[config.mk]
export PLATFORM = sky130hd
export DESIGN_NAME = dnc_controller
export DESIGN_NICKNAME = d
export VERILOG_FILES = /design/src/hdl/dnc_pkg.sv /design/src/hdl/dnc_controller.sv
export VERILOG_INCLUDE_DIRS = /design/src /design/src/hdl
export SDC_FILE = /design/constraint.sdc
export NUM_CORES = 1
export LEC_CHECK = 0
export BUFFER_PORTS_ARGS = -buffer_cell sky130_fd_sc_hd__buf_2
export CORE_AREA = 5 5 42 44
export CTS_CLUSTER_SIZE = 8
export DETAILED_ROUTE_END_ITERATION = 8
export DIE_AREA = 0 0 47 49
export GPL_TIMING_DRIVEN = 0
export PLACE_DENSITY_LB_ADDON = 0.2
export SKIP_CTS_REPAIR_TIMING = 1
export SLEW_MARGIN = 30
export SYNTH_ARGS = -nofsm -noshare
export SYNTH_HDL_FRONTEND = slang
export SYNTH_SLANG_ARGS = --single-unit
export TNS_END_PERCENT = 100
[constraint.sdc]
create_clock -name CLK -period 2 [get_ports CLK]
set_input_delay 0.6 -clock CLK [delete_from_list [all_inputs] [get_ports CLK]]
set_output_delay 0.6 -clock CLK [all_outputs]
set_load 0.01 [all_outputs]
[src/hdl/dnc_settings.svh]
//////////////////////////////
// Sizes and fixed-point format of the DNC addressing slice.
// Index ports are 2 bits wide, so N and W must stay at 4 or less.
//////////////////////////////

`ifndef DNC_SETTINGS_SVH
`define DNC_SETTINGS_SVH

// Memory locations and words per location
`define DNC_N 4
`define DNC_W 4

// Signed Q8.8
`define DNC_DATA_BITS 16
`define DNC_FRAC_BITS 8
`define DNC_ONE 16'h0100

`endif

[src/hdl/dnc_pkg.sv]
//////////////////////////////
// Shared types of the DNC slice. All values are signed Q8.8.
// Products are truncated and sums wrap at 16 bits.
//////////////////////////////

`include "dnc_settings.svh"

package dnc_pkg;

  typedef logic signed [`DNC_DATA_BITS-1:0] fx_t;

  // One value per memory location (w, wr, p)
  typedef fx_t [`DNC_N-1:0] loc_vec_t;
  // One value per word (e, v, r, one row of M)
  typedef fx_t [`DNC_W-1:0] word_vec_t;

  typedef enum logic [1:0] {VEC_W, VEC_E, VEC_V, VEC_WR} vec_sel_e;

  typedef enum logic {OUT_P, OUT_R} out_sel_e;

  typedef enum logic [1:0] {ST_IDLE, ST_PRECEDENCE, ST_MEMORY, ST_READ} ctrl_state_e;

  // Full product, arithmetic shift, keep low 16 bits
  function automatic fx_t fx_mul(input fx_t a, input fx_t b);
    logic signed [2*`DNC_DATA_BITS-1:0] prod;
    prod = a * b;
    return fx_t'(prod >>> `DNC_FRAC_BITS);
  endfunction

endpackage

[src/hdl/dnc_controller.sv]
//////////////////////////////
// Start/ready FSM: precedence, memory, then read.
// ready is high only in ST_IDLE; a start elsewhere is dropped.
//////////////////////////////

module dnc_controller (
  input  logic CLK,
  input  logic RST,
  input  logic start,
  output logic ready,
  output logic prec_start,
  output logic mem_start,
  output logic read_start,
  input  logic prec_done,
  input  logic mem_done,
  input  logic read_done
);

  dnc_pkg::ctrl_state_e state;

  // Idle also gates the load port
  assign ready = (state == dnc_pkg::ST_IDLE);

  always_ff @(posedge CLK or posedge RST) begin
    if (RST) begin
      state      <= dnc_pkg::ST_IDLE;
      prec_start <= 1'b0;
      mem_start  <= 1'b0;
      read_start <= 1'b0;
    end else begin
      // Step starts are single-cycle pulses
      prec_start <= 1'b0;
      mem_start  <= 1'b0;
      read_start <= 1'b0;

      case (state)
        dnc_pkg::ST_IDLE: begin
          if (start) begin
            state      <= dnc_pkg::ST_PRECEDENCE;
            prec_start <= 1'b1;
          end
        end

        dnc_pkg::ST_PRECEDENCE: begin
          if (prec_done) begin
            state     <= dnc_pkg::ST_MEMORY;
            mem_start <= 1'b1;
          end
        end

        // Read must see the fully updated M
        dnc_pkg::ST_MEMORY: begin
          if (mem_done) begin
            state      <= dnc_pkg::ST_READ;
            read_start <= 1'b1;
          end
        end

        dnc_pkg::ST_READ: begin
          if (read_done) begin
            state <= dnc_pkg::ST_IDLE;
          end
        end

        default: begin
          state <= dnc_pkg::ST_IDLE;
        end
      endcase
    end
  end

endmodule

==> flow_metrics.env <==
export IMPL_power_density_nw_per_um2=1420
export IMPL_clock_latency_ps=230
export IMPL_io_pins=10
export IMPL_htree_levels=1
export IMPL_synth_top_area_cell="dfrtp_1"
export IMPL_place_gp_congestion=0.789
export IMPL_viasPerCell=3.96
export IMPL_place_port_buffers=9
export IMPL_r2r_start="state[0]"
export IMPL_yosysWarningCount=0
export IMPL_clockBufferDepth=2
export IMPL_avgSynthCellArea_sq_um=12.7
export IMPL_ff2ff_path_depth=5
export IMPL_skew_ps=0.612
export IMPL_core_sq_um=1400
export IMPL_grt_busiest_layer="met2"
export IMPL_clock_sinks=5
export IMPL_drt_iter0_markers=0
export IMPL_mostFrequentLayoutCell="buf_2"
export IMPL_fin_crit_sh_pct=83.8
export IMPL_crit_buf_inv=2
export IMPL_crit_family="flip-flops"
export IMPL_dp_cells=49
export IMPL_setup_violations=0
export IMPL_die_x_um=47
export IMPL_clock_fmax_ghz=0.596
export IMPL_ys_ff_latch=5
export IMPL_antenna_cells=0
export IMPL_critPathArrivalTime_ps=1080
export IMPL_crit_path_end_kind="primary output"
export IMPL_path_class="register to primary output"
export IMPL_yosysSeqAreaShare_pct=41.0
export IMPL_grt_total_usage_pct=5.87
export IMPL_finalPower_mw=0.563
export IMPL_cpPeakStageDelay_ps=400
export IMPL_worstReg2RegEnd="state[1]"
export IMPL_cts_tree="yes"
export IMPL_leakage_nw=0.219
export IMPL_status="completed"
export IMPL_worst_pin_slew_ps=329
export IMPL_hold_viol_final=0
export IMPL_slew_headroom_pct=78.1
export IMPL_multi_input_comb_area_sq_um=165
export IMPL_root_buffer="clkbuf_4"
export IMPL_drive_gt1_share_pct=43.2
export IMPL_critPathMaxFanout=4
export IMPL_nets=49
export IMPL_report_final_slew_viol_count=0
export IMPL_use_met3_pct=2.21
export IMPL_nFillCells=162
export IMPL_grt_max_degree=6
export IMPL_worstPathRequired_ps=1400
export IMPL_grt_pass1_wl_um=890
export IMPL_synth_area_leaders="dfrtp_1 (41%), ha_1 (20%), a2111oi_4 (9.0%)"
export IMPL_fin_crit_ps=1680
export IMPL_grt_remaining_overflow=0
export IMPL_rrSetupSlack_ps=330
export IMPL_area_growth_pct=29.9
export IMPL_drt_pass1_iterations=1
export IMPL_seq_area_sq_um=125
export IMPL_ant_nets=0
export IMPL_fin_hold_ws_ps=251
export IMPL_min_path_type="primary input to async pin"
export IMPL_synth_top_area_share_pct=41.0
export IMPL_setup_worst_path_end="ready"
export IMPL_dieHeight_um=49
export IMPL_worst_path_max_delay_cell="dfrtp_1"
export IMPL_dp_final_hpwl_um=468
export IMPL_gr_usage_met1_pct=5.36
export IMPL_grt_pass1_vias=232
export IMPL_clk_pin_slew_ps=40
export IMPL_grtUsageMet2_pct=8.60
export IMPL_cp_depth=3
export IMPL_ys_types=11
export IMPL_crit_start="state[1]"
export IMPL_ir_worst_vdd_mv=0.521
export IMPL_routed_wl_um=521
export IMPL_antenna_found_initial=0
export IMPL_fin_cells=53
export IMPL_num_vias=210
export IMPL_start_kind="register"
export IMPL_final_cell_mix="buf_2 (9), ha_1 (5), dfrtp_1 (5)"
export IMPL_syn_inst=24
export IMPL_post_drt_wl_per_cell_um=9.83
export IMPL_syn_area_sq_um=305
export IMPL_initial_core_util_pct=21.8
export IMPL_die_area_sq_um=2300
export IMPL_tns_ps=0
export IMPL_fp_row_count=14
export IMPL_synth_net_count=35
export IMPL_numCtsBuffers=3
export IMPL_worstPathCellList="inv_1 > ha_1 > buf_2"
export IMPL_route_detailed_drc=0
export IMPL_maxCapViolCount=0
export IMPL_rsz0062_at_grt="false"
-- cell families (layout without fill, tap and decap cells) --
logic type	after synthesis	after routing	share of synthesized area [%]
AND/OR/NAND/NOR	7	7	16.4
adder cells (fa/ha/maj)	5	5	20.5
flip-flops	5	5	41.0
buffers and inverters	4	17	4.92
multiplexers	2	2	8.20
AO/OA/AOI/OAI	1	1	9.02
-- metrics by stage --
| step | worst slack [ps] | utilization [%] | area (sq um) |
|---|---|---|---|
| 2_1_floorplan | 394 | - | 305 |
| 3_3_place_gp | 329 | 26.4 | 370 |
| 3_5_place_dp | 319 | 26.4 | 370 |
| 4_1_cts | 304 | 28.3 | 397 |
| 5_1_grt | 228 | 28.3 | 397 |
| 6_report | 323 | 28.3 | 397 |
-- state kept, by name, indices dropped and copies added (netlist names) --
register and count:
state 2, read_start 1, prec_start 1, mem_start 1
-- metal layers --
| metal | wire length, um | part of all wire [%] |
|---|---|---|
| met5 | 0 | 0 |
| met4 | 27 | 5.2 |
| met3 | 36 | 6.9 |
| met2 | 289 | 55 |
| met1 | 168 | 32 |
-- final cells by class --
type,instances,share of cell area [%]
tap,16,5.05
multi-input combinational,15,41.6
inverter,4,3.79
timing repair buffer,9,11.4
clock buffer,4,6.62
sequential,5,31.5
-- cells in the mapped netlist --
cell	instances
a2111oi_4	1
and2_1	2
and2_2	1
dfrtp_1	5
ha_1	5
inv_1	4
mux2_4	1
mux2i_1	1
nor2_1	1
nor2b_1	2
nor2b_4	1
-- power breakdown --
part | switching [mW] | total [mW] | internal (mW)
registers | 0.0286 | 0.170 | 0.141
clock network | 0.0357 | 0.111 | 0.0751
logic | 0.125 | 0.283 | 0.158
total | 0.190 | 0.563 | 0.374
-- worst min path at each step --
stage | endpoint | slack, ps | cells after the start
final | read_start | 250 | 2
after detailed placement | state[1] | 500 | 2
after floorplan | mem_start | 380 | 1
after global routing | state[0] | 260 | 2
after CTS | read_start | 250 | 2
after global placement | state[1] | 490 | 2
No activity file was read; power rests on OpenSTA's default activity.
