File: src/hdl/dnc_settings.svh
//////////////////////////////
// Sizes and fixed-point format of the DNC addressing slice.
// Index ports are 2 bits wide, so N and W must stay at 4 or less.
//////////////////////////////

`ifndef DNC_SETTINGS_SVH
`define DNC_SETTINGS_SVH

// Memory locations and words per location
`define DNC_N 4
`define DNC_W 4

// Signed Q8.8
`define DNC_DATA_BITS 16
`define DNC_FRAC_BITS 8
`define DNC_ONE 16'h0100

`endif

File: src/hdl/dnc_pkg.sv
//////////////////////////////
// Shared types of the DNC slice. All values are signed Q8.8.
// Products are truncated and sums wrap at 16 bits.
//////////////////////////////

`include "dnc_settings.svh"

package dnc_pkg;

  typedef logic signed [`DNC_DATA_BITS-1:0] fx_t;

  // One value per memory location (w, wr, p)
  typedef fx_t [`DNC_N-1:0] loc_vec_t;
  // One value per word (e, v, r, one row of M)
  typedef fx_t [`DNC_W-1:0] word_vec_t;

  typedef enum logic [1:0] {VEC_W, VEC_E, VEC_V, VEC_WR} vec_sel_e;

  typedef enum logic {OUT_P, OUT_R} out_sel_e;

  typedef enum logic [1:0] {ST_IDLE, ST_PRECEDENCE, ST_MEMORY, ST_READ} ctrl_state_e;

  // Full product, arithmetic shift, keep low 16 bits
  function automatic fx_t fx_mul(input fx_t a, input fx_t b);
    logic signed [2*`DNC_DATA_BITS-1:0] prod;
    prod = a * b;
    return fx_t'(prod >>> `DNC_FRAC_BITS);
  endfunction

endpackage

File: src/hdl/dnc_vec_if.sv
//////////////////////////////
// Loaded vectors from the bank to the compute units.
// Contents only change while the controller is idle.
//////////////////////////////

interface dnc_vec_if;

  // Write and read weightings
  dnc_pkg::loc_vec_t  w;
  dnc_pkg::loc_vec_t  wr;

  // Erase and write vectors
  dnc_pkg::word_vec_t e;
  dnc_pkg::word_vec_t v;

  modport bank (
    output w, wr, e, v
  );

  modport unit (
    input w, wr, e, v
  );

endinterface

File: src/hdl/dnc_precedence_weighting.sv
//////////////////////////////
// Precedence vector p, updated for all j in one cycle.
// p persists across runs; only reset clears it.
//////////////////////////////

`include "dnc_settings.svh"

module dnc_precedence_weighting (
  input  logic              CLK,
  input  logic              RST,
  input  logic              step_start,
  output logic              step_done,
  dnc_vec_if.unit           vec,
  output dnc_pkg::loc_vec_t p
);

  dnc_pkg::fx_t w_sum;
  dnc_pkg::fx_t w_rest;

  // Sum of w and one minus it, both wrapping at 16 bits
  always_comb begin
    w_sum = '0;
    for (int i = 0; i < `DNC_N; i++) begin
      w_sum = w_sum + vec.w[i];
    end
    w_rest = dnc_pkg::fx_t'(`DNC_ONE) - w_sum;
  end

  always_ff @(posedge CLK or posedge RST) begin
    if (RST) begin
      p         <= '0;
      step_done <= 1'b0;
    end else begin
      step_done <= step_start;
      if (step_start) begin
        for (int j = 0; j < `DNC_N; j++) begin
          p[j] <= dnc_pkg::fx_mul(w_rest, p[j]) + vec.w[j];
        end
      end
    end
  end

endmodule

File: src/flat_wrapper.sv
// flat-port wrapper written by rule: the top's interface ports become plain ports
module dnc_precedence_weighting_flat 
  (CLK, RST, step_start, step_done, p, vec_w, vec_wr, vec_e, vec_v);
  dnc_vec_if vec_i ();
  input  logic CLK;
  input  logic RST;
  input  logic step_start;
  output logic step_done;
  output dnc_pkg::loc_vec_t p;
  input wire logic [$bits(vec_i.w)-1:0] vec_w;
  input wire logic [$bits(vec_i.wr)-1:0] vec_wr;
  input wire logic [$bits(vec_i.e)-1:0] vec_e;
  input wire logic [$bits(vec_i.v)-1:0] vec_v;
  assign vec_i.w = vec_w;
  assign vec_i.wr = vec_wr;
  assign vec_i.e = vec_e;
  assign vec_i.v = vec_v;
  dnc_precedence_weighting u_core (.CLK(CLK), .RST(RST), .step_start(step_start), .step_done(step_done), .vec(vec_i), .p(p));
endmodule
File: config.mk
export PLATFORM = sky130hd
export DESIGN_NAME = dnc_precedence_weighting_flat
export DESIGN_NICKNAME = d
export VERILOG_FILES = /design/src/hdl/dnc_pkg.sv /design/src/hdl/dnc_vec_if.sv /design/src/hdl/dnc_precedence_weighting.sv /design/src/flat_wrapper.sv
export VERILOG_INCLUDE_DIRS = /design/src /design/src/hdl
export SDC_FILE = /design/constraint.sdc
export NUM_CORES = 2
export LEC_CHECK = 0
export BUFFER_PORTS_ARGS = -buffer_cell sky130_fd_sc_hd__buf_2
export CAP_MARGIN = 40
export CORE_MARGIN = 2
export CORE_UTILIZATION = 45
export CTS_CLUSTER_SIZE = 12
export DETAILED_ROUTE_END_ITERATION = 12
export MAX_ROUTING_LAYER = met4
export PLACE_DENSITY = 0.63
export SETUP_SLACK_MARGIN = 0.5
export SLEW_MARGIN = 20
export SYNTH_ARGS = -nofsm -noshare
export SYNTH_HDL_FRONTEND = slang
export SYNTH_SLANG_ARGS = --single-unit
File: constraint.sdc
create_clock -name CLK -period 11 [get_ports CLK]
set_input_delay 2.75 -clock CLK [delete_from_list [all_inputs] [get_ports CLK]]
set_output_delay 2.75 -clock CLK [all_outputs]
set_load 0.02 [all_outputs]
==> metrics.md <==
| Metric | Value |
|---|---|
| Status | finished, violations left |
| Slowest-stage cell, CP | fa_1 |
| Final worst setup slack | -1.59 ns |
| Clock latency on the worst-skew pair | 0.39 ns |
| TritonRoute pass-1 iters | 5 |
| Share of cells above drive strength 1 | 0.235 |
| GRT Overall Usage | 0.257 |
| Ports | 324 |
| Fin. Hold Viols | 0 |
| Grt ovf | 0 |
| Max-Cap Viols | 0 |
| Max-slew violation total from the final report | 0 |
| Iteration-0 DRC Markers | 1580 |
| Initial antenna violation count | 7 |
| Critical Path Source Type | primary input |
| Max_slew headroom | 0.441 |
| Violations in the final reports | negative setup slack |
| FMAX | 79.4 MHz |
| H-tree Lvls | 3 |
| First-pass GRT wire length | 161000 um |
| Fraction of registers with async set or reset after synthesis | 1.00 |
| Total CTS buffers | 9 |
| Post-DP HPWL | 78500 um |
| Via total after detailed routing | 28200 |
| Setup Skew | 0.0129 ns |
| Post-Place Cells | 5537 |
| CP arrival | 12.91 ns |
| Die Width | 287 um |
| Worst-Margin Slew | 0.838 ns |
| Core Region | 0.0793 mm2 |
| Max FO, Critical Path | 5 |
| Antenna-violating nets left | 0 |
| Unique masters post-synth | 61 |
| Synth top area share | 0.431 |
| Row count | 103 |
| Crit path required time | 11.32 ns |
| Setup tns final | -42.14 ns |
| CTS tree | done |
| Largest stage delay on the critical path | 0.55 ns |
| Sink Count | 65 |
| Period utilization | 1.14 |
| Dominant synthesized flop cell | dfrtp_1 |
| Worst-path clk slew | 0.07 ns |
| Die area | 0.0827 mm2 |
| Via density | 4.97 |
| DRT Wirelength | 99700 um |
| # DRC | 0 |
| Synth top area cells | fa_1 43%, ha_1 13%, inv_1 11%, and2_1 7.0%, nand2_1 4.7% |
| Post-Layout Cell Count | 5678 |
| Vias in the first global route | 29400 |
| Final #Nets | 6028 |
| Cell taking the most area after synthesis | fa_1 |
| Quantity of hold-fixing buffers added after cts | 0 |
| Synth Cell Area | 0.0362 mm2 |
| Port Buffers | 131 |
| CTS Buffer Depth | 2 |
| Syn Area/Cell | 8.90 um2 |
| Largest net degree at the start of global routing | 49 |
| YS warnings | 0 |
| Sequential area share after synthesis | 0.0450 |
| CP Capture Type | flip-flop |
| Number of synthesized flops with an enable pin | 0 |
| RSZ-0062 raised after global routing | yes |
| Final setup viols | 44 |
| Cell mode on critical path | fa_1 |
| Routed length per instance | 17.6 um |
| Hold Path Class | reg -> reg |
| Area Overhead vs Synth | 24.2% |
| Syn_nets | 5472 |
| Cells after Synth | 4063 |
| FF+latch count, synth | 65 |
| Root Driver | clkbuf_16 |
| Initial core utilization | 0.456 |
| Critical path type | in -> reg |
| Die Span Y | 287 um |
| GPL Wtd Cong | 0.872 |
| Min Tclk post-route | 12.59 ns |
-- logic make-up (layout without fill, tap and decap cells) --
logic type                 Yosys count  after routing  share of synthesized area
adders and majority gates         1150           1150                      0.559
buffers and inverters             1235           1793                      0.128
xor gates and xnor gates           198            198                     0.0507
muxes                               49             49                     0.0153
DFF                                 65             65                     0.0450
AOI/OAI and AO/OA                  256            256                     0.0471
other                                0              7                          0
and+or+nand+nor                   1110           1110                      0.154
-- worst max-delay path, delay by kind of cell --
family	cells	cell delay, ns
adder cells (fa/ha/maj)	13	5.40
AO/OA/AOI/OAI	11	1.76
buffers and inverters	15	1.42
AND/OR/NAND/NOR	7	1.20
XOR/XNOR	2	0.34
-- synthesized netlist by cell type, types with 9 or more instances --
cell type and n:
dfrtp_1 65, a21o_1 31, nand2_1 449, xnor2_1 154, o21a_1 25, fa_1 778, o21bai_1 21, buf_1 12
nand2b_1 72, nor3_1 23, a21oi_1 74, o21ai_0 42, ha_1 372, nor2b_1 35, and3_1 9, nor2_1 87
clkbuf_1 159, nand3_1 12, mux2_2 49, xor2_1 37, inv_1 1063, and2_1 402
-- cell usage in the layout, fill, tap and decap left out, types with 17 or more instances in the layout --
master / count
nor2b_1: 32
a21o_1: 31
buf_2: 126
nand2_1: 441
ha_1: 324
ha_4: 42
xnor2_1: 130
inv_2: 33
xor2_1: 32
inv_1: 1028
buf_12: 17
dfrtp_1: 65
a21oi_2: 40
nor2_1: 65
and2_1: 387
fa_1: 763
mux2_4: 18
buf_6: 81
a21oi_1: 24
buf_4: 473
o21ai_0: 18
o21a_1: 24
mux2_2: 31
nand2b_1: 72
-- state kept, by name (all words and copies together) (netlist names) --
name and cells:
u_core.p 64, u_core.step_done 1
-- layout make-up --
class | instances | area (um2)
Sequential cell | 65 | 1630
Fill cell | 6960 | 34300
Tap cell | 1050 | 1310
Clock inverter | 3 | 45.0
Timing Repair Buffer | 717 | 5800
Inverter | 1063 | 3990
Multi-Input combinational cell | 2763 | 31900
Antenna cell | 7 | 17.5
Clock buffer | 10 | 229
-- through the flow --
step,worst slack (ns),hold WS (ns),instance area (um2),utilization
2_1_floorplan,-1.35,0.664,36600,-
3_3_place_gp,-1.90,0.792,41500,0.524
3_5_place_dp,-1.99,0.801,41500,0.524
4_1_cts,-1.43,0.810,43300,0.546
5_1_grt,-1.96,0.587,44900,0.567
6_report,-1.59,0.570,44900,0.567
-- layer usage --
metal | GRT usage | routed length (um) | vias to the layer above
met5 | - | 0 | -
met1 | 0.365 | 45200 | 14300
met3 | 0.0349 | 6120 | 85
met4 | 0.0490 | 2080 | 0
li1 | - | - | 13000
met2 | 0.397 | 46300 | 796
-- timing repair --
action	CTS	global route
endpoints found under the setup margin	51	55
setup buffers	56	53
pin swaps	113	156
resized for setup	213	205
cloned	2	2
-- worst paths after layout --
check / slack (ns) / start / to / cells past startpoint
worst max-delay path: -1.59 / vec_w[17] / u_core.p[47] / 48
worst min-delay path: 0.57 / u_core.p[17] / u_core.p[17] / 1
worst max register to register: 3.11 / u_core.p[20] / u_core.p[31] / 32
worst min register to register: 0.57 / u_core.p[17] / u_core.p[17] / 1
max in group asynchronous: 7.66 / RST / u_core.p[29] / 4
min in group asynchronous: 2.34 / RST / u_core.p[0] / 2
Power is not shown: default switching activity piles up to over one toggle a cycle in this logic, so the estimate is an artifact.
