`src/hdl/dnc_settings.svh`:
```
//////////////////////////////
// Sizes and fixed-point format of the DNC addressing slice.
// Index ports are 2 bits wide, so N and W must stay at 4 or less.
//////////////////////////////

`ifndef DNC_SETTINGS_SVH
`define DNC_SETTINGS_SVH

// Memory locations and words per location
`define DNC_N 4
`define DNC_W 4

// Signed Q8.8
`define DNC_DATA_BITS 16
`define DNC_FRAC_BITS 8
`define DNC_ONE 16'h0100

`endif

```
`src/hdl/dnc_pkg.sv`:
```
//////////////////////////////
// Shared types of the DNC slice. All values are signed Q8.8.
// Products are truncated and sums wrap at 16 bits.
//////////////////////////////

`include "dnc_settings.svh"

package dnc_pkg;

  typedef logic signed [`DNC_DATA_BITS-1:0] fx_t;

  // One value per memory location (w, wr, p)
  typedef fx_t [`DNC_N-1:0] loc_vec_t;
  // One value per word (e, v, r, one row of M)
  typedef fx_t [`DNC_W-1:0] word_vec_t;

  typedef enum logic [1:0] {VEC_W, VEC_E, VEC_V, VEC_WR} vec_sel_e;

  typedef enum logic {OUT_P, OUT_R} out_sel_e;

  typedef enum logic [1:0] {ST_IDLE, ST_PRECEDENCE, ST_MEMORY, ST_READ} ctrl_state_e;

  // Full product, arithmetic shift, keep low 16 bits
  function automatic fx_t fx_mul(input fx_t a, input fx_t b);
    logic signed [2*`DNC_DATA_BITS-1:0] prod;
    prod = a * b;
    return fx_t'(prod >>> `DNC_FRAC_BITS);
  endfunction

endpackage

```
`src/hdl/dnc_vec_if.sv`:
```
//////////////////////////////
// Loaded vectors from the bank to the compute units.
// Contents only change while the controller is idle.
//////////////////////////////

interface dnc_vec_if;

  // Write and read weightings
  dnc_pkg::loc_vec_t  w;
  dnc_pkg::loc_vec_t  wr;

  // Erase and write vectors
  dnc_pkg::word_vec_t e;
  dnc_pkg::word_vec_t v;

  modport bank (
    output w, wr, e, v
  );

  modport unit (
    input w, wr, e, v
  );

endinterface

```
`src/hdl/dnc_read_vectors.sv`:
```
//////////////////////////////
// Read vector r, one memory row per cycle.
// r only changes at the end of a step.
//////////////////////////////

`include "dnc_settings.svh"

module dnc_read_vectors (
  input  logic               CLK,
  input  logic               RST,
  input  logic               step_start,
  output logic               step_done,
  dnc_vec_if.unit            vec,
  output logic [1:0]         row_index,
  input  dnc_pkg::word_vec_t row_data,
  output dnc_pkg::word_vec_t r
);

  localparam logic [1:0] J_LAST = 2'(`DNC_N - 1);

  logic               busy;
  dnc_pkg::word_vec_t acc;
  dnc_pkg::word_vec_t acc_next;

  // Add wr(j) times row j to every word at once
  always_comb begin
    for (int k = 0; k < `DNC_W; k++) begin
      acc_next[k] = acc[k] + dnc_pkg::fx_mul(row_data[k], vec.wr[row_index]);
    end
  end

  assign step_done = busy && (row_index == J_LAST);

  always_ff @(posedge CLK or posedge RST) begin
    if (RST) begin
      busy      <= 1'b0;
      row_index <= '0;
      acc       <= '0;
      r         <= '0;
    end else if (step_start) begin
      busy      <= 1'b1;
      row_index <= '0;
      acc       <= '0;
    end else if (busy) begin
      acc       <= acc_next;
      row_index <= row_index + 2'd1;
      // Last row completes r
      if (row_index == J_LAST) begin
        busy <= 1'b0;
        r    <= acc_next;
      end
    end
  end

endmodule

```
`src/flat_wrapper.sv`:
```
// flat-port wrapper written by rule: the top's interface ports become plain ports
module dnc_read_vectors_flat 
  (CLK, RST, step_start, step_done, row_index, row_data, r, vec_w, vec_wr, vec_e, vec_v);
  dnc_vec_if vec_i ();
  input  logic CLK;
  input  logic RST;
  input  logic step_start;
  output logic step_done;
  output logic [1:0] row_index;
  input  dnc_pkg::word_vec_t row_data;
  output dnc_pkg::word_vec_t r;
  input wire logic [$bits(vec_i.w)-1:0] vec_w;
  input wire logic [$bits(vec_i.wr)-1:0] vec_wr;
  input wire logic [$bits(vec_i.e)-1:0] vec_e;
  input wire logic [$bits(vec_i.v)-1:0] vec_v;
  assign vec_i.w = vec_w;
  assign vec_i.wr = vec_wr;
  assign vec_i.e = vec_e;
  assign vec_i.v = vec_v;
  dnc_read_vectors u_core (.CLK(CLK), .RST(RST), .step_start(step_start), .step_done(step_done), .vec(vec_i), .row_index(row_index), .row_data(row_data), .r(r));
endmodule
```
`config.mk`:
```
export PLATFORM = sky130hd
export DESIGN_NAME = dnc_read_vectors_flat
export DESIGN_NICKNAME = d
export VERILOG_FILES = /design/src/hdl/dnc_pkg.sv /design/src/hdl/dnc_vec_if.sv /design/src/hdl/dnc_read_vectors.sv /design/src/flat_wrapper.sv
export VERILOG_INCLUDE_DIRS = /design/src /design/src/hdl
export SDC_FILE = /design/constraint.sdc
export NUM_CORES = 2
export LEC_CHECK = 0
export ABC_CLOCK_PERIOD_IN_PS = 13800
export BUFFER_PORTS_ARGS = -buffer_cell sky130_fd_sc_hd__buf_2
export CAP_MARGIN = 5
export CELL_PAD_IN_SITES_DETAIL_PLACEMENT = 0
export CELL_PAD_IN_SITES_GLOBAL_PLACEMENT = 1
export CORE_MARGIN = 3
export CORE_UTILIZATION = 30
export DETAILED_ROUTE_END_ITERATION = 12
export PLACE_DENSITY_LB_ADDON = 0.1
export SKIP_LAST_GASP = 1
export SYNTH_ARGS = -nofsm -noshare
export SYNTH_HDL_FRONTEND = slang
export SYNTH_SLANG_ARGS = --single-unit
```
`constraint.sdc`:
```
create_clock -name CLK -period 13.8 [get_ports CLK]
set_input_delay 2.76 -clock CLK [delete_from_list [all_inputs] [get_ports CLK]]
set_output_delay 2.76 -clock CLK [all_outputs]
set_load 0.005 [all_outputs]
```
==> results.md <==
* Area share of the largest cell type after synthesis at around two fifths
* Drt first-iter violations at around 1100
* WL/cell at ~19 um
* Worst-skew pair later-pin latency at between 400 and 500 ps
* Antenna violations before repair at 14
* Maximum clock insertion buffer count at 2
* Main synth FF type: dfrtp_1
* Post-synthesis register bit count at roughly 130
* Final min period at approximately 11000 ps
* Fin. max-slew vios at 0
* Vias/cell at between 4 and 5
* Grt ovf at 0
* M1 GR Usage at around a quarter
* Chip width at 359 um
* Cell variety after synth at 55
* Final setup skew at around 12 ps
* Final Hold Fails at 0
* Detailed Place HPWL at between 90000 and 100000 um
* Post-layout instance count excluding filler cells at 5927
* Clock root buffer: clkbuf_16
* WS Path Type: in -> reg
* Post-CTS Resized at 0
* Clock slew at reported path FFs at ~70 ps
* Overall Global Routing Usage at 18.0%
* Top Usage Layer GRT: met2
* # DRC at 0
* Initial Util at 30.5%
* Final wirelength at between 100000 and 150000 um
* Synth async-reset ratio at 100%
* Num rows at 128
* Req. time, crit path at about 14000 ps
* Max Freq at 87.9 MHz
* Floorplan die area at approximately 0.13 sq mm
* Final setup TNS at 0 ps
* CP Launch Type: input pin
* Type of the worst min-delay path: reg -> reg
* Grt met3 use at ~1.5%
* I/O pins at 390
* Status: finished clean
* Mapped Nets at between 5000 and 6000
* Least-Margin Pin Slew at 1110 ps
* Final Hold Slack at 477 ps
* Vias at ~27000
* Cell area after synthesis at around 0.037 sq mm
* Crit end category: flop
* Final nets at ~5700
* RSZ-0062 raised after global routing: no
* CP bufs+invs at 5
* Final period utilization at roughly 82%
* Max-cap violation count at 0
* GR Util met2 at 31.3%
* Largest net degree at the start of global routing at 81
* Post-CTS Setup Repair Bufs at 0
* Cts hold-fix bufs at 0
* I/O Buffers at roughly 200
* Fin util at between 30% and 40%
* Mapped Avg Cell Area at 8.88 sq um
* Htree depth at 4
* Ys Warns at 0
* Num CTS Buffers at 17
* Die Span Y at approximately 360 um
* Slowest stage delay, CP at ~840 ps
* Total core area at around 0.12 sq mm
* Cells after DPL at between 5000 and 6000
* Share of layout cells above drive strength 1 at between 7 and 8%
* Vias in the first global route at between 20000 and 30000
* First drt pass iteration count at 4
* WP data arrival at around 12000 ps
* Synth Instances at ~4200
* CP max FO at 30
* Area Overhead vs Synth at 8.84%
* Clock sinks at 131
* Synth top area cells: fa_1 (40%), ha_1 (12%), inv_1 (9.8%)
* Max_slew headroom at 25.6%
* Cell taking the most area after synthesis: fa_1
* ANT nets after route at 0
* Global-route wire length before repair at roughly 180000 um
* Final setup violation count at 0
* CP dominant cell by count: fa_1
* TritonCTS clock tree: built
* Register area share after synthesis at ~8.8%
* Routability congestion estimate at roughly 0.78
* Slowest CP cell: mux4_2
* Family with the most delay on the worst path: adder cells
* EDFF count, synth at 0
[kinds of logic after synthesis]
logic type,share of synthesized area [%]
DFF,8.76
xor gates and xnor gates,4.66
and+or+nand+nor,16.5
adders and majority gates,51.5
muxes,1.38
buffers and inverters,11.8
AOI/OAI and AO/OA,5.39
[area by class of cell]
| cell class | count | area (sq um) |
|---|---|---|
| multi-input cells | 2912 | 29700 |
| fillers | 13100 | 82100 |
| inverters | 980 | 3680 |
| clock buffers | 19 | 443 |
| well taps | 1625 | 2030 |
| repair buffers | 241 | 1370 |
| clock inverters | 13 | 174 |
| diodes | 6 | 15.0 |
| flip-flops and latches | 131 | 3280 |
[final timing paths]
path / startpoint / end / slack (ps) / cells after the start
worst max-delay path: vec_wr[18] / u_core.acc[63] / 2430 / 31
worst min-delay path: u_core.r[40] / u_core.r[40] / 480 / 2
worst max register to register: u_core.row_index[1] / u_core.acc[63] / 3810 / 31
worst min register to register: u_core.r[40] / u_core.r[40] / 480 / 2
max in group asynchronous: RST / u_core.busy / 9960 / 3
min in group asynchronous: RST / u_core.r[53] / 2470 / 2
[stage by stage]
stage | worst slack, ps | instance area [sq um]
5_1_grt | 1840 | 40700
6_report | 2430 | 40700
3_3_place_gp | 1980 | 40100
3_5_place_dp | 1910 | 40100
4_1_cts | 2370 | 40700
2_1_floorplan | 3570 | 37400
[worst register-to-register path: cells and delay by family (launching register included)]
kind / cells / cell delay [ps]
adders and majority gates: 8 / 3750
AOI/OAI and AO/OA: 9 / 2010
buffers and inverters: 5 / 1100
and+or+nand+nor: 5 / 950
muxes: 1 / 900
xor gates and xnor gates: 3 / 570
DFF: 1 / 570
[cells in the mapped netlist, types with 33 or more instances]
library cell  instances
o21ai_0             123
a21oi_1              50
clkbuf_1            179
dfrtp_1             131
nor2b_1              33
ha_1                345
o21a_1               48
nand2_1             582
inv_1               978
and2_1              430
nor2_1              120
xor2_1               58
fa_1                748
xnor2_1             141
[layer usage]
metal | wire, um | up-vias
li1 | - | 12600
met1 | 52300 | 13700
met2 | 55900 | 349
met3 | 3140 | 62
met4 | 1900 | 2
met5 | 13 | -
[layout by cell type, fill, tap and decap left out, types with 5 or more instances in the layout]
cell type | synthesis | layout
inv_1 | 978 | 977
fa_1 | 748 | 748
nand2_1 | 582 | 581
and2_1 | 430 | 430
ha_1 | 345 | 345
buf_2 | 4 | 197
xnor2_1 | 141 | 141
dfrtp_1 | 131 | 129
o21ai_0 | 123 | 123
nor2_1 | 120 | 120
xor2_1 | 58 | 58
a21oi_1 | 50 | 50
o21a_1 | 48 | 48
buf_4 | 1 | 40
nor2b_1 | 33 | 33
a21o_1 | 31 | 31
or2_2 | 18 | 18
nor3_1 | 17 | 17
clkbuf_16 | 0 | 17
nand2b_1 | 16 | 16
a211oi_1 | 15 | 15
nand3_1 | 14 | 14
mux4_2 | 15 | 14
and3_1 | 11 | 11
mux2i_1 | 10 | 10
and4_1 | 9 | 9
a31oi_1 | 8 | 8
mux2_2 | 7 | 7
or3_1 | 7 | 7
diode_2 | 0 | 6
a211o_1 | 6 | 6
o21bai_1 | 5 | 5
inv_6 | 0 | 5
clkinv_4 | 0 | 5
[registers in the layout (all words and copies together), names as in the netlist]
signal            flops
u_core.row_index      2
u_core.busy           1
u_core.r             64
u_core.acc           64
Power is not shown: default switching activity piles up to over one toggle a cycle in this logic, so the estimate is an artifact.
