File: config.mk
export PLATFORM = sky130hd
export DESIGN_NAME = dnc_memory_matrix_flat
export DESIGN_NICKNAME = d
export VERILOG_FILES = /design/src/hdl/dnc_pkg.sv /design/src/hdl/dnc_vec_if.sv /design/src/hdl/dnc_memory_matrix.sv /design/src/flat_wrapper.sv
export VERILOG_INCLUDE_DIRS = /design/src /design/src/hdl
export SDC_FILE = /design/constraint.sdc
export NUM_CORES = 2
export LEC_CHECK = 0
export BUFFER_PORTS_ARGS = -buffer_cell sky130_fd_sc_hd__buf_2
export CAP_MARGIN = 20
export CORE_MARGIN = 4
export CORE_UTILIZATION = 57
export DETAILED_ROUTE_END_ITERATION = 8
export GPL_ROUTABILITY_DRIVEN = 1
export HOLD_SLACK_MARGIN = 0.12
export MAX_ROUTING_LAYER = met4
export PLACE_DENSITY = 0.89
export REMOVE_ABC_BUFFERS = 1
export SLEW_MARGIN = 20
export SYNTH_ARGS = -nofsm -noshare
export SYNTH_HDL_FRONTEND = slang
export SYNTH_SLANG_ARGS = --single-unit
File: constraint.sdc
create_clock -name CLK -period 15.5 [get_ports CLK]
set_input_delay 1.55 -clock CLK [delete_from_list [all_inputs] [get_ports CLK]]
set_output_delay 1.55 -clock CLK [all_outputs]
set_load 0.02 [all_outputs]
File: src/hdl/dnc_settings.svh
//////////////////////////////
// Sizes and fixed-point format of the DNC addressing slice.
// Index ports are 2 bits wide, so N and W must stay at 4 or less.
//////////////////////////////

`ifndef DNC_SETTINGS_SVH
`define DNC_SETTINGS_SVH

// Memory locations and words per location
`define DNC_N 4
`define DNC_W 4

// Signed Q8.8
`define DNC_DATA_BITS 16
`define DNC_FRAC_BITS 8
`define DNC_ONE 16'h0100

`endif

File: src/hdl/dnc_pkg.sv
//////////////////////////////
// Shared types of the DNC slice. All values are signed Q8.8.
// Products are truncated and sums wrap at 16 bits.
//////////////////////////////

`include "dnc_settings.svh"

package dnc_pkg;

  typedef logic signed [`DNC_DATA_BITS-1:0] fx_t;

  // One value per memory location (w, wr, p)
  typedef fx_t [`DNC_N-1:0] loc_vec_t;
  // One value per word (e, v, r, one row of M)
  typedef fx_t [`DNC_W-1:0] word_vec_t;

  typedef enum logic [1:0] {VEC_W, VEC_E, VEC_V, VEC_WR} vec_sel_e;

  typedef enum logic {OUT_P, OUT_R} out_sel_e;

  typedef enum logic [1:0] {ST_IDLE, ST_PRECEDENCE, ST_MEMORY, ST_READ} ctrl_state_e;

  // Full product, arithmetic shift, keep low 16 bits
  function automatic fx_t fx_mul(input fx_t a, input fx_t b);
    logic signed [2*`DNC_DATA_BITS-1:0] prod;
    prod = a * b;
    return fx_t'(prod >>> `DNC_FRAC_BITS);
  endfunction

endpackage

File: src/hdl/dnc_vec_if.sv
//////////////////////////////
// Loaded vectors from the bank to the compute units.
// Contents only change while the controller is idle.
//////////////////////////////

interface dnc_vec_if;

  // Write and read weightings
  dnc_pkg::loc_vec_t  w;
  dnc_pkg::loc_vec_t  wr;

  // Erase and write vectors
  dnc_pkg::word_vec_t e;
  dnc_pkg::word_vec_t v;

  modport bank (
    output w, wr, e, v
  );

  modport unit (
    input w, wr, e, v
  );

endinterface

File: src/hdl/dnc_memory_matrix.sv
//////////////////////////////
// Memory M, one element erased and written per cycle.
// A step takes N*W cycles, walking k fastest.
// row_data is combinational for the read unit.
//////////////////////////////

`include "dnc_settings.svh"

module dnc_memory_matrix (
  input  logic               CLK,
  input  logic               RST,
  input  logic               step_start,
  output logic               step_done,
  dnc_vec_if.unit            vec,
  input  logic [1:0]         row_index,
  output dnc_pkg::word_vec_t row_data
);

  localparam logic [1:0] J_LAST = 2'(`DNC_N - 1);
  localparam logic [1:0] K_LAST = 2'(`DNC_W - 1);

  dnc_pkg::word_vec_t m [`DNC_N];

  logic         busy;
  logic [1:0]   j_cnt;
  logic [1:0]   k_cnt;
  dnc_pkg::fx_t erase_keep;
  dnc_pkg::fx_t add_term;
  dnc_pkg::fx_t m_next;

  // M(j,k) * (1 - w(j)e(k)) + w(j)v(k)
  always_comb begin
    erase_keep = dnc_pkg::fx_t'(`DNC_ONE) - dnc_pkg::fx_mul(vec.w[j_cnt], vec.e[k_cnt]);
    add_term   = dnc_pkg::fx_mul(vec.w[j_cnt], vec.v[k_cnt]);
    m_next     = dnc_pkg::fx_mul(m[j_cnt][k_cnt], erase_keep) + add_term;
  end

  // High while the last element is written
  assign step_done = busy && (j_cnt == J_LAST) && (k_cnt == K_LAST);

  assign row_data = m[row_index];

  always_ff @(posedge CLK or posedge RST) begin
    if (RST) begin
      busy  <= 1'b0;
      j_cnt <= '0;
      k_cnt <= '0;
      for (int j = 0; j < `DNC_N; j++) begin
        m[j] <= '0;
      end
    end else if (step_start) begin
      busy  <= 1'b1;
      j_cnt <= '0;
      k_cnt <= '0;
    end else if (busy) begin
      m[j_cnt][k_cnt] <= m_next;
      if (k_cnt == K_LAST) begin
        k_cnt <= '0;
        j_cnt <= j_cnt + 2'd1;
        if (j_cnt == J_LAST) begin
          busy <= 1'b0;
        end
      end else begin
        k_cnt <= k_cnt + 2'd1;
      end
    end
  end

endmodule

File: src/flat_wrapper.sv
// flat-port wrapper written by rule: the top's interface ports become plain ports
module dnc_memory_matrix_flat 
  (CLK, RST, step_start, step_done, row_index, row_data, vec_w, vec_wr, vec_e, vec_v);
  dnc_vec_if vec_i ();
  input  logic CLK;
  input  logic RST;
  input  logic step_start;
  output logic step_done;
  input  logic [1:0] row_index;
  output dnc_pkg::word_vec_t row_data;
  input wire logic [$bits(vec_i.w)-1:0] vec_w;
  input wire logic [$bits(vec_i.wr)-1:0] vec_wr;
  input wire logic [$bits(vec_i.e)-1:0] vec_e;
  input wire logic [$bits(vec_i.v)-1:0] vec_v;
  assign vec_i.w = vec_w;
  assign vec_i.wr = vec_wr;
  assign vec_i.e = vec_e;
  assign vec_i.v = vec_v;
  dnc_memory_matrix u_core (.CLK(CLK), .RST(RST), .step_start(step_start), .step_done(step_done), .vec(vec_i), .row_index(row_index), .row_data(row_data));
endmodule
==> results by group <==
Place
  • GP Congestion: ~0.99
  • HPWL after detailed placement: ~86,000 um
  • Port bufs: ~260

Yosys
  • Synth warnings: 0
  • Distinct cells, synth: between 70 and 80
  • Mean Syn Cell Area: 9.54 um2
  • Primary FF master, synth: dfrtp_1
  • Synth Instances: 3,915
  • Post-synthesis sequential area ratio: 17.5%
  • Post-synth EDFFs: 0
  • #FFs+latches synth: 261
  • Synth async-reset ratio: 100%
  • Post-Syn Area: between 30,000 and 40,000 um2

STA
  • Fmax: roughly 0.066 GHz
  • Skew final: between 0.03 and 0.04 ns
  • Final period utilization: a little over nine tenths
  • Max-slew violations: 0
  • Final Hold Vio Count: 0
  • Period minus WS final: approximately 15 ns
  • Max transition margin: between 20 and 25%
  • Endpoints failing setup: 0
  • Least-Margin Pin Slew: ~1.1 ns

Detailed routing
  • Drt wl/cell: roughly 23 um
  • Post-route DRC: 2
  • Routed via count: approximately 32,000
  • DRT iter0 DRCs: approximately 4,000
  • Drt pass-1 iters: 9
  • Via/cell ratio: approximately 6.3
  • Final wirelength: about 120,000 um
  • Number of nets with antenna violations after routing: 0

Final layout
  • Area Growth Syn to Fin: 13.0%
  • Fill count: 4,414
  • # nets final: 5,328
  • Final Util: 65.2%
  • Commonest cells after routing, fill and taps aside: 687 x nand2_1, 677 x inv_1, 556 x fa_1
  • Most common library cell in the layout ignoring fill and taps: nand2_1
  • Layout cells sized above 1: between 20 and 25%

Worst setup path
  • Most used cell along the critical path: fa_1
  • FF-to-FF setup slack: 0.48 ns
  • CP endpoint kind: flip-flop
  • Worst r2r src: u_core.j_cnt[1]$_DFFE_PP0P_
  • CP Data Arrival Time: approximately 16 ns
  • Slowest cell delay on critical path: around 0.63 ns
  • Worst setup endpoint: u_core.m[127]$_DFFE_PP0P_
  • Worst-path fanout max: 8
  • R2R cell count: 56
  • Slowest CP cell: mux4_2
  • WS Path Type: primary input to flip-flop
  • CP Launch Point: vec_e[50]
  • CP required: 15.93 ns
  • Worst setup SP type: primary input
  • Worst r2r dst: u_core.m[127]$_DFFE_PP0P_

Die
  • Initial Utilization: between 50% and 60%
  • Die extent in y: between 200 and 300 um
  • Core area: 64,700 um2
  • I/O pin cnt: 326
  • Die Width: 264 um
  • Die ar.: about 70,000 um2
  • Site Rows: 93

Clock tree
  • CTS max path bufs: 3
  • Worst-Skew Late Latency: roughly 0.54 ns
  • H-tree depth: 1
  • Clk sink count: 261
  • Num CTS Buffers: 23
  • Hold buffer count at CTS: 0
  • Root buf cell: clkbuf_16
  • CTS clock-pin slew for the worst setup and hold paths: around 0.07 ns
  • CTS tree: done

Flow run
  • Max cap viols: 0

Global routing
  • Grt ovf: 0
  • Initial antenna violation count: 4
  • Tot GR Track Use: between 30% and 40%
  • Vias in the first global route: about 34,000
  • Largest net degree at the start of global routing: between 100 and 150
  • First-pass GRT wire length: roughly 180,000 um

Outcome
  • Violated checks: design-rule violations
  • Status: complete, but fails checks

Min path
  • Hold WC Path Type: flip-flop to flip-flop
-- logic make-up (layout without fill, tap and decap cells) --
logic type	after synthesis	count (layout)	share of synthesized area, %
simple gates	1164	1164	13.3
buf+inv	895	1269	9.11
fa+ha+maj	793	793	37.8
compound gates	432	432	6.80
flops	261	261	17.5
mux	251	253	12.6
xor+xnor	119	119	2.95
other cells	0	6	0
-- worst max-delay path, delay by kind of cell --
kind	cells	cell delay (ns)
multiplexers	2	0.95
AO/OA/AOI/OAI	12	2.18
AND/OR/NAND/NOR	11	1.97
adder cells (fa/ha/maj)	15	6.95
buffers and inverters	12	1.27
XOR/XNOR	4	0.74
-- final cells by class --
cell class                 count  area (um2)  area share, %
sequential                   261        6540           15.5
tap                          855        1070           2.54
timing repair buffer         547        3560           8.43
clock buffer                  31         636           1.51
multi-input combinational   2761       27700           65.6
antenna                        6        15.0         0.0356
inverter                     680        2560           6.07
clock inverter                11         140          0.332
-- sequential cells by signal, summed over array words and instances (netlist names) --
name,flops
u_core.busy,1
u_core.j_cnt,2
u_core.k_cnt,2
u_core.m,256
-- layer usage --
metal	GRT usage [%]	wire length (um)	vias up
met5	-	0	-
met4	21.2	9550	0
met3	8.23	14800	771
met2	53.3	54800	2677
met1	39.5	38300	15700
li1	-	-	13100
-- worst min path at each step --
stage,from,depth (start not counted),endpoint,slack (ns)
global route,u_core.m[154]$_DFFE_PP0P_,2,u_core.m[154]$_DFFE_PP0P_,0.52
CTS,u_core.m[111]$_DFFE_PP0P_,2,u_core.m[111]$_DFFE_PP0P_,0.50
detailed placement,u_core.m[82]$_DFFE_PP0P_,2,u_core.m[82]$_DFFE_PP0P_,0.48
finish,u_core.m[13]$_DFFE_PP0P_,2,u_core.m[13]$_DFFE_PP0P_,0.50
floorplan,u_core.m[110]$_DFFE_PP0P_,2,u_core.m[110]$_DFFE_PP0P_,0.46
global placement,u_core.m[14]$_DFFE_PP0P_,2,u_core.m[14]$_DFFE_PP0P_,0.47
-- synthesized netlist by cell type, types with 15 or more instances --
master,number,area (um2)
a21oi_1,39,195
fa_1,559,11200
nor2b_1,20,125
and2_1,92,576
mux4_2,170,3830
xnor2_1,84,736
o21a_1,24,180
dfrtp_1,261,6530
ha_1,234,2930
clkbuf_1,178,668
buf_1,18,67.6
mux2i_1,37,370
nand2_1,690,2590
o21ai_0,255,1280
nor2_1,235,882
a21o_1,19,143
nand3_1,38,190
buf_2,16,80.1
mux2_2,43,484
xor2_1,30,263
inv_1,678,2540
o31ai_1,21,158
nand2b_1,15,93.8
-- what timing repair did --
| action | 4_1_cts | 5_1_grt |
|---|---|---|
| setup buffers | 0 | 12 |
| resized for setup | 3 | 47 |
| cloned | 0 | 3 |
| pin swaps | 1 | 16 |
| endpoints found under the setup margin | 16 | 48 |
-- per-stage QoR --
step | setup TNS (ns) | hold WS (ns) | setup WS (ns) | cells | area (um2)
after floorplan | -239.89 | 0.460 | -2.77 | 3700 | 36500
after global placement | -4.79 | 0.472 | -0.207 | 5088 | 41000
after detailed placement | -5.88 | 0.485 | -0.398 | 5088 | 41000
after CTS | 0 | 0.501 | 0.0557 | 5130 | 41800
after global routing | -1.35 | 0.523 | -0.108 | 5150 | 42200
final | 0 | 0.503 | 0.314 | 5152 | 42200
Power is not shown: default switching activity piles up to over one toggle a cycle in this logic, so the estimate is an artifact.
