File: config.mk
export PLATFORM = sky130hd
export DESIGN_NAME = dnc_vector_bank_flat
export DESIGN_NICKNAME = d
export VERILOG_FILES = /design/src/hdl/dnc_pkg.sv /design/src/hdl/dnc_vec_if.sv /design/src/hdl/dnc_vector_bank.sv /design/src/flat_wrapper.sv
export VERILOG_INCLUDE_DIRS = /design/src /design/src/hdl
export SDC_FILE = /design/constraint.sdc
export NUM_CORES = 1
export LEC_CHECK = 0
export BUFFER_PORTS_ARGS = -buffer_cell sky130_fd_sc_hd__buf_2
export CAP_MARGIN = 5
export CORE_ASPECT_RATIO = 0.75
export CORE_MARGIN = 1.5
export CORE_UTILIZATION = 58
export CTS_BUF_LIST = sky130_fd_sc_hd__clkbuf_2
export DETAILED_ROUTE_END_ITERATION = 8
export PLACE_DENSITY = 0.89
export SYNTH_ARGS = -nofsm -noshare
export SYNTH_HDL_FRONTEND = slang
export SYNTH_SLANG_ARGS = --single-unit
File: constraint.sdc
create_clock -name CLK -period 17.1 [get_ports CLK]
set_clock_uncertainty 0.1 [all_clocks]
set_input_delay 0.855 -clock CLK [delete_from_list [all_inputs] [get_ports CLK]]
set_output_delay 0.855 -clock CLK [all_outputs]
set_load 0.02 [all_outputs]
File: src/hdl/dnc_settings.svh
//////////////////////////////
// Sizes and fixed-point format of the DNC addressing slice.
// Index ports are 2 bits wide, so N and W must stay at 4 or less.
//////////////////////////////

`ifndef DNC_SETTINGS_SVH
`define DNC_SETTINGS_SVH

// Memory locations and words per location
`define DNC_N 4
`define DNC_W 4

// Signed Q8.8
`define DNC_DATA_BITS 16
`define DNC_FRAC_BITS 8
`define DNC_ONE 16'h0100

`endif

File: src/hdl/dnc_pkg.sv
//////////////////////////////
// Shared types of the DNC slice. All values are signed Q8.8.
// Products are truncated and sums wrap at 16 bits.
//////////////////////////////

`include "dnc_settings.svh"

package dnc_pkg;

  typedef logic signed [`DNC_DATA_BITS-1:0] fx_t;

  // One value per memory location (w, wr, p)
  typedef fx_t [`DNC_N-1:0] loc_vec_t;
  // One value per word (e, v, r, one row of M)
  typedef fx_t [`DNC_W-1:0] word_vec_t;

  typedef enum logic [1:0] {VEC_W, VEC_E, VEC_V, VEC_WR} vec_sel_e;

  typedef enum logic {OUT_P, OUT_R} out_sel_e;

  typedef enum logic [1:0] {ST_IDLE, ST_PRECEDENCE, ST_MEMORY, ST_READ} ctrl_state_e;

  // Full product, arithmetic shift, keep low 16 bits
  function automatic fx_t fx_mul(input fx_t a, input fx_t b);
    logic signed [2*`DNC_DATA_BITS-1:0] prod;
    prod = a * b;
    return fx_t'(prod >>> `DNC_FRAC_BITS);
  endfunction

endpackage

File: src/hdl/dnc_vec_if.sv
//////////////////////////////
// Loaded vectors from the bank to the compute units.
// Contents only change while the controller is idle.
//////////////////////////////

interface dnc_vec_if;

  // Write and read weightings
  dnc_pkg::loc_vec_t  w;
  dnc_pkg::loc_vec_t  wr;

  // Erase and write vectors
  dnc_pkg::word_vec_t e;
  dnc_pkg::word_vec_t v;

  modport bank (
    output w, wr, e, v
  );

  modport unit (
    input w, wr, e, v
  );

endinterface

File: src/hdl/dnc_vector_bank.sv
//////////////////////////////
// Holds w, e, v and wr, one element written per load.
// Loads while busy are ignored so the units see stable vectors.
//////////////////////////////

module dnc_vector_bank (
  input  logic              CLK,
  input  logic              RST,
  input  logic              ready,
  input  logic              load_valid,
  input  dnc_pkg::vec_sel_e load_sel,
  input  logic [1:0]        load_index,
  input  dnc_pkg::fx_t      load_data,
  dnc_vec_if.bank           vec
);

  dnc_pkg::loc_vec_t  w_q;
  dnc_pkg::loc_vec_t  wr_q;
  dnc_pkg::word_vec_t e_q;
  dnc_pkg::word_vec_t v_q;

  always_ff @(posedge CLK or posedge RST) begin
    if (RST) begin
      w_q  <= '0;
      wr_q <= '0;
      e_q  <= '0;
      v_q  <= '0;
    end else if (load_valid && ready) begin
      case (load_sel)
        dnc_pkg::VEC_W:  w_q[load_index]  <= load_data;
        dnc_pkg::VEC_E:  e_q[load_index]  <= load_data;
        dnc_pkg::VEC_V:  v_q[load_index]  <= load_data;
        dnc_pkg::VEC_WR: wr_q[load_index] <= load_data;
        default: begin
        end
      endcase
    end
  end

  assign vec.w  = w_q;
  assign vec.wr = wr_q;
  assign vec.e  = e_q;
  assign vec.v  = v_q;

endmodule

File: src/flat_wrapper.sv
// flat-port wrapper written by rule: the top's interface ports become plain ports
module dnc_vector_bank_flat 
  (CLK, RST, ready, load_valid, load_sel, load_index, load_data, vec_w, vec_wr, vec_e, vec_v);
  dnc_vec_if vec_i ();
  input  logic CLK;
  input  logic RST;
  input  logic ready;
  input  logic load_valid;
  input  dnc_pkg::vec_sel_e load_sel;
  input  logic [1:0] load_index;
  input  dnc_pkg::fx_t load_data;
  output wire logic [$bits(vec_i.w)-1:0] vec_w;
  output wire logic [$bits(vec_i.wr)-1:0] vec_wr;
  output wire logic [$bits(vec_i.e)-1:0] vec_e;
  output wire logic [$bits(vec_i.v)-1:0] vec_v;
  assign vec_w = vec_i.w;
  assign vec_wr = vec_i.wr;
  assign vec_e = vec_i.e;
  assign vec_v = vec_i.v;
  dnc_vector_bank u_core (.CLK(CLK), .RST(RST), .ready(ready), .load_valid(load_valid), .load_sel(load_sel), .load_index(load_index), .load_data(load_data), .vec(vec_i));
endmodule
==> flow_summary_export.csv, run 1 <==
group,metric,value,unit
run_status,status,"complete, no violations",
clock_tree,clk_pin_slew_worst_paths,0.12,ns
layout,final_cell_mix,"279 x buf_2, 256 x dfrtp_1, 220 x mux2_2",
floorplanning,die_w,153,um
critical_path,worstRegToRegCells,1,
critical_path,crit_path_end_kind,"asynchronous set/reset pin",
critical_path,slowest_delay,0.84,ns
critical_path,startpoint_type,"primary input",
clock_tree,cts_resized,0,
synth,yosys.area.top_type,"dfrtp_1",
synth,synth_area,0.00975,sq mm
placed_design,placed_area,0.0112,sq mm
floorplanning,die-height,115,um
clock_tree,clockBufferDepth,3,
critical_path,cp_data_required_time,17.81,ns
power_and_ir_drop,power_density,136,mW/mm^2
synth,ys_types,19,
grt,grt_pass1_vias,6702,
layout,layout_commonest_cell,"buf_2",
power_and_ir_drop,leakagePower,6.32,nW
timing,hold_viol,0,
critical_path,path_class,"in -> async",
synth,ys_seq_area_frac,0.657,
route,drc,0,
floorplanning,num_rows,40,
clock_tree,cts_tree,"yes",
layout,design_area,0.0117,sq mm
timing,setup_viol,0,
critical_path,reg2reg_slack,16.17,ns
layout,drive_gt1_frac,0.682,
grt,antenna_found_initial,0,
synth,yosys_warnings,0,
route,first_iter_violations,253,
synth,synth.top_cell.area_share,0.657,
critical_path,reg2reg_to,"u_core.vec.v[8]",
layout,num-fill-cells,1097,
clock_tree,postCtsSetupBuffers,0,
clock_tree,cts.sinks,256,
route,avgRoutedWirePerCell,21.4,um
clock_tree,htree_num_levels,2,
grt,grt_pass1_wl,37600,um
clock_tree,clk_latency,0.76,ns
critical_path,critPathSlowestCell,"buf_4",
placed_design,place_hpwl,17000,um
floorplanning,die_area,0.0176,sq mm
timing,relSlewSlack,0.296,
power_and_ir_drop,p_comb_frac,0.276,
timing,fin_crit,2.53,ns
route,via_per_inst,5.43,
timing,tightest_slew,1.05,ns
layout,diodes,0,
route,dr_total_vias,6151,
grt,grt_max_degree,119,
floorplanning,core-area,0.0162,sq mm
timing,fmax,395,MHz
route,ant_nets,0,
timing,period_share,0.148,
job,maxCapViolations,0,
critical_path,crit_path_cell_trace,"buf_2 > inv_8 > buf_4 > buf_4",
placed_design,port_buffers,279,
layout,nNetsFinal,901,
timing,worst_slack,14.57,ns
synth,synth_top_cells_by_area,"dfrtp_1 66%, mux2_2 25%, mux2_4 3.1%, mux2_1 1.8%, buf_2 0.77%",
placed_design,place.gp.congestion,0.844,
clock_tree,cts_buffers,57,
critical_path,path_common_cell,"buf_4",
synth,ys_ff_latch,256,
timing,fin_setup_tns,0,ns
route,wl,24200,um
floorplanning,initial_utilization,0.602,
min_path,hp-class,"in -> async",
layout,area_growth,20.2,%
power_and_ir_drop,p_sw_frac,0.352,
critical_path,crit_arrival,3.24,ns
critical_path,reg2reg_from,"u_core.vec.v[8]",
layout,finish.utilization,0.723,
timing,grt_setup_unrepaired,"no",
power_and_ir_drop,power_frac_clock,0.229,
route,dr.pass1.iters,4,
timing,slew_viol_final,0,
grt,grt_overflow,0,
power_and_ir_drop,p_int,0.00103,W
power_and_ir_drop,p_switching,0.000561,W
critical_path,crit_fanout,118,
placed_design,post-place-ws,13.69,ns
floorplanning,ios,280,
synth,synth_nets,599,
synth,postSynthCellCount,575,
clock_tree,clock-root-buffer,"clkbuf_2",
power_and_ir_drop,pwr-share-seq,0.495,
clock_tree,cts.hold.buffers_added,0,
power_and_ir_drop,vdd_drop_max,0.0000779,V
synth,avgSynthCellArea,17.0,sq um
grt,track_usage,0.278,
==> how the worst max path moves through the flow <==
stage               startpoint                 to  cells past startpoint
finish                     RST  u_core.vec.wr[23]                      4
global route               RST  u_core.vec.wr[33]                      4
CTS                        RST  u_core.vec.wr[63]                      4
detailed placement         RST   u_core.vec.v[32]                      4
global placement           RST   u_core.vec.e[51]                      4
floorplan                  RST    u_core.vec.e[0]                      1
==> registers in the layout (all words and copies together), names as in the netlist <==
signal and count:
u_core.vec.e 64, u_core.vec.v 64, u_core.vec.w 64, u_core.vec.wr 64
==> area by class of cell <==
cell class	count	area, sq um	area share
Timing Repair Buffer	281	1410	0.120
Sequential cell	256	6410	0.546
Clock inverter	12	46.3	0.00395
Inverter	1	11.3	0.000960
Clock buffer	92	460	0.0393
Multi-Input combinational cell	280	3130	0.267
Tap cell	210	263	0.0224
==> through the flow <==
step	power [W]	std cells	hold slack (ns)
finish	0.00159	1132	0.0853
global route	0.00167	1132	0.0959
CTS	0.00161	1132	0.0608
detailed placement	0.00124	1028	0.377
global placement	0.00122	1028	0.365
floorplan	0.00106	575	0.509
==> per-layer routing <==
layer,vias to the layer above,wire [um],global-route usage
met5,-,0,0
met4,0,534,0.0949
met3,45,1950,0.0769
met2,278,11600,0.449
met1,3180,10100,0.370
li1,2648,-,-
==> Yosys cell counts <==
| cell | count |
|---|---|
| dfrtp_1 | 256 |
| mux2_2 | 220 |
| mux2_4 | 20 |
| clkbuf_1 | 16 |
| mux2_1 | 16 |
| buf_2 | 15 |
| nor2_2 | 9 |
| nand2b_1 | 5 |
| buf_4 | 3 |
| buf_12 | 2 |
| buf_6 | 2 |
| nand2_1 | 2 |
| nand4b_2 | 2 |
| or3_1 | 2 |
| and4bb_2 | 1 |
| inv_1 | 1 |
| nand4_1 | 1 |
| nor2_1 | 1 |
| nor2b_1 | 1 |
==> cells by family (layout without fill, tap and decap cells) <==
kind of cell,Yosys count,count (layout),synth area share
simple gates,24,24,0.0171
buf+inv,39,386,0.0230
flops,256,256,0.657
mux,256,256,0.303
==> critical path: cells and delay by family <==
family,cells,cell delay (ns)
buffers and inverters,4,2.24
==> power groups by stage <==
stage          clock, W  combinational (W)  sequential (W)
6_report       0.000366           0.000439        0.000789
5_1_grt        0.000410           0.000462        0.000802
2_1_floorplan         0           0.000122        0.000938
4_1_cts        0.000379           0.000443        0.000789
3_5_place_dp          0           0.000442        0.000800
3_3_place_gp          0           0.000430        0.000788
(Power assumes the default switching activity.)
==> run 2, diff against run 1 <==
- ABC_AREA: not set -> 1
- CORE_UTILIZATION: 58 -> 49
- PLACE_DENSITY: 0.89 -> 0.79
- clock period: 17.1 -> 2.3 ns (I/O delays scaled with it)
==> flow_summary_export.csv, run 2 <==
group,metric,value,unit
run_status,status,"finished, violations left",
run_status,violations,"negative setup slack",
power_and_ir_drop,p_sw_frac,0.387,
route,drc,0,
clock_tree,clk_latency,0.81,ns
route,dr.pass1.iters,7,
grt,grt_overflow,0,
floorplanning,initial_utilization,0.506,
synth,synthTopCellsByCount,"521 x nand2_1, 256 x dfrtp_1, 204 x nand3_1",
synth,async_flop_share,1.00,
synth,ys_seq_area_frac,0.617,
synth,synth_top_family_by_area,"simple AND/OR/NAND/NOR gates",
floorplanning,die_w,171,um
route,topRoutingLayerUsed,"met4",
route,dr_total_vias,9758,
route,wl_met2,15500,um
timing,fin_crit,2.37,ns
power_and_ir_drop,leakagePower,7.48,nW
grt,grt_pass1_vias,9215,
synth,synthFlopType,"dfrtp_1",
clock_tree,htree_num_levels,2,
clock_tree,cts.sinks,256,
power_and_ir_drop,pwr-share-seq,0.496,
critical_path,crit_fanout,22,
timing,fin_setup_tns,-0.768,ns
synth,synth-edff-count,0,
route,wl,34300,um
timing,setup_viol,29,
power_and_ir_drop,p_comb_frac,0.274,
synth,synth_xor_area_frac,0,
timing,fmax,422,MHz
power_and_ir_drop,vdd_drop_max,0.000488,V
critical_path,slowest_delay,1.09,ns
critical_path,crit_path_end_kind,"register",
clock_tree,clk_pin_slew_worst_paths,0.12,ns
synth,yosys.area.top_type,"dfrtp_1",
critical_path,startpoint_type,"primary input",
critical_path,worstSetupStartpoint,"load_sel[0]",
synth,synth_fa_ha_area_frac,0,
power_and_ir_drop,power_density,930,mW/mm^2
grt,track_usage,0.312,
min_path,hp-class,"in -> reg",
route,via_per_inst,5.49,
floorplanning,core-area,0.0205,sq mm
clock_tree,clockBufferDepth,3,
job,maxCapViolations,0,
clock_tree,cts_buffers,58,
layout,nNetsFinal,1484,
grt,grt_pass1_wl,52300,um
clock_tree,postCtsSetupBuffers,0,
timing,tightest_slew,0.800,ns
route,ant_nets,0,
clock_tree,cts_tree,"yes",
critical_path,critPathSlowestCell,"dlygate4sd3_1",
layout,finish.utilization,0.619,
timing,worst_slack,-0.0673,ns
critical_path,crit_arrival,2.99,ns
floorplanning,num_rows,45,
route,wl_met1,14200,um
power_and_ir_drop,p_total,0.0118,W
layout,area_growth,22.3,%
critical_path,reg2reg_from,"u_core.vec.e[15]",
synth,synth-simple-area-share,0.329,
synth,postSynthCellCount,1171,
critical_path,crit_path_cell_trace,"dlygate4sd3_1 > buf_2 > nor2_4 > dlygate4sd3_1 > nand3_1 > nand2_1 > nand2_1",
power_and_ir_drop,p_switching,0.00456,W
critical_path,critPathTopFamily,"buffers and inverters",
layout,layout_commonest_cell,"nand2_1",
power_and_ir_drop,power_frac_clock,0.231,
route,wl_met3,3750,um
route,avgRoutedWirePerCell,19.3,um
layout,final_cell_mix,"521 x nand2_1, 279 x buf_2, 256 x dfrtp_1",
timing,grt_setup_unrepaired,"yes",
synth,synth_compound_area_frac,0,
floorplanning,ios,280,
floorplanning,die-height,129,um
synth,synth_area,0.0104,sq mm
layout,diodes,0,
min_path,min_from,"load_index[0]",
grt,grt_max_degree,140,
timing,relSlewSlack,0.465,
placed_design,place.gp.congestion,0.825,
grt,antenna_found_initial,0,
route,first_iter_violations,1096,
floorplanning,die_area,0.0221,sq mm
critical_path,path_class,"in -> reg",
timing,period_share,1.03,
placed_design,place_hpwl,20800,um
synth,synth_top_cells_by_area,"dfrtp_1 62%, nand2_1 19%, nand3_1 9.8%, nand4_1 3.9%, buf_2 2.7%",
layout,drive_gt1_frac,0.270,
synth,yosys_warnings,0,
clock_tree,clock-root-buffer,"clkbuf_2",
power_and_ir_drop,p_int,0.00724,W
synth,synth.top_cell.area_share,0.617,
timing,slew_viol_final,0,
synth,avgSynthCellArea,8.86,sq um
synth,ys_types,11,
synth,yosysMostFrequentCell,"nand2_1",
timing,hold_viol,0,
placed_design,port_buffers,279,
critical_path,reg2reg_slack,1.05,ns
synth,synth.area.mux_share,0,
synth,synth_nets,1195,
synth,ys_ff_latch,256,
critical_path,cp_data_required_time,2.92,ns
critical_path,critPathBufInv,3,
[run 2: timing repair]
action                                  4_1_cts  5_1_grt
resized for setup                             0        1
hold buffers                                 33        0
hold endpoints to repair                    512        0
endpoints found under the setup margin        0       49
[run 2: worst paths after layout]
check,to,cells past startpoint
hold / removal,u_core.vec.w[35],5
max in group asynchronous,u_core.vec.v[51],5
setup / recovery,u_core.vec.w[28],7
setup reg to reg,u_core.vec.e[15],3
hold reg to reg,u_core.vec.e[1],2
min in group asynchronous,u_core.vec.e[4],5
[run 2: cell type report]
class / instances / area [sq um]
clock inverter: 15 / 62.6
multi-input combinational: 798 / 3470
sequential: 256 / 6410
clock buffer: 82 / 410
timing repair buffer: 339 / 1960
tap: 282 / 353
fill: 1823 / 7800
inverter: 7 / 30.0
[run 2: cells by family after synthesis]
logic type / after synthesis
DFF: 256
and+or+nand+nor: 798
buffers and inverters: 117
[run 2: worst reg2reg max path, stage by stage, from the launching register on]
cell           delay (ns)
dfrtp_1              0.39
nand2_1              0.06
nand2_1              0.05
dlygate4sd3_1        0.55
[run 2: metrics by stage]
stage               cells  hold WS (ns)  instance area (sq um)  setup WS, ns
global route         1779         0.163                  12700        -0.144
floorplan            1171         0.286                  10400         -1.29
global placement     1650         0.285                  11900         0.400
finish               1779         0.173                  12700       -0.0673
CTS                  1780        0.0917                  12700         0.117
detailed placement   1650         0.293                  11900         0.327
[run 2: power by group through the flow]
stage / clock network, W / registers [W] / logic [W]
after floorplan: 0 / 0.00688 / 0.000878
after global placement: 0 / 0.00590 / 0.00310
after detailed placement: 0 / 0.00590 / 0.00320
after CTS: 0.00276 / 0.00583 / 0.00323
after global routing: 0.00297 / 0.00592 / 0.00350
final: 0.00272 / 0.00585 / 0.00323
[run 2: metal layers]
layer,up-vias,GRT usage
met1,4741,0.438
met4,0,0.106
met5,-,0
li1,4388,-
met3,81,0.0803
met2,548,0.477
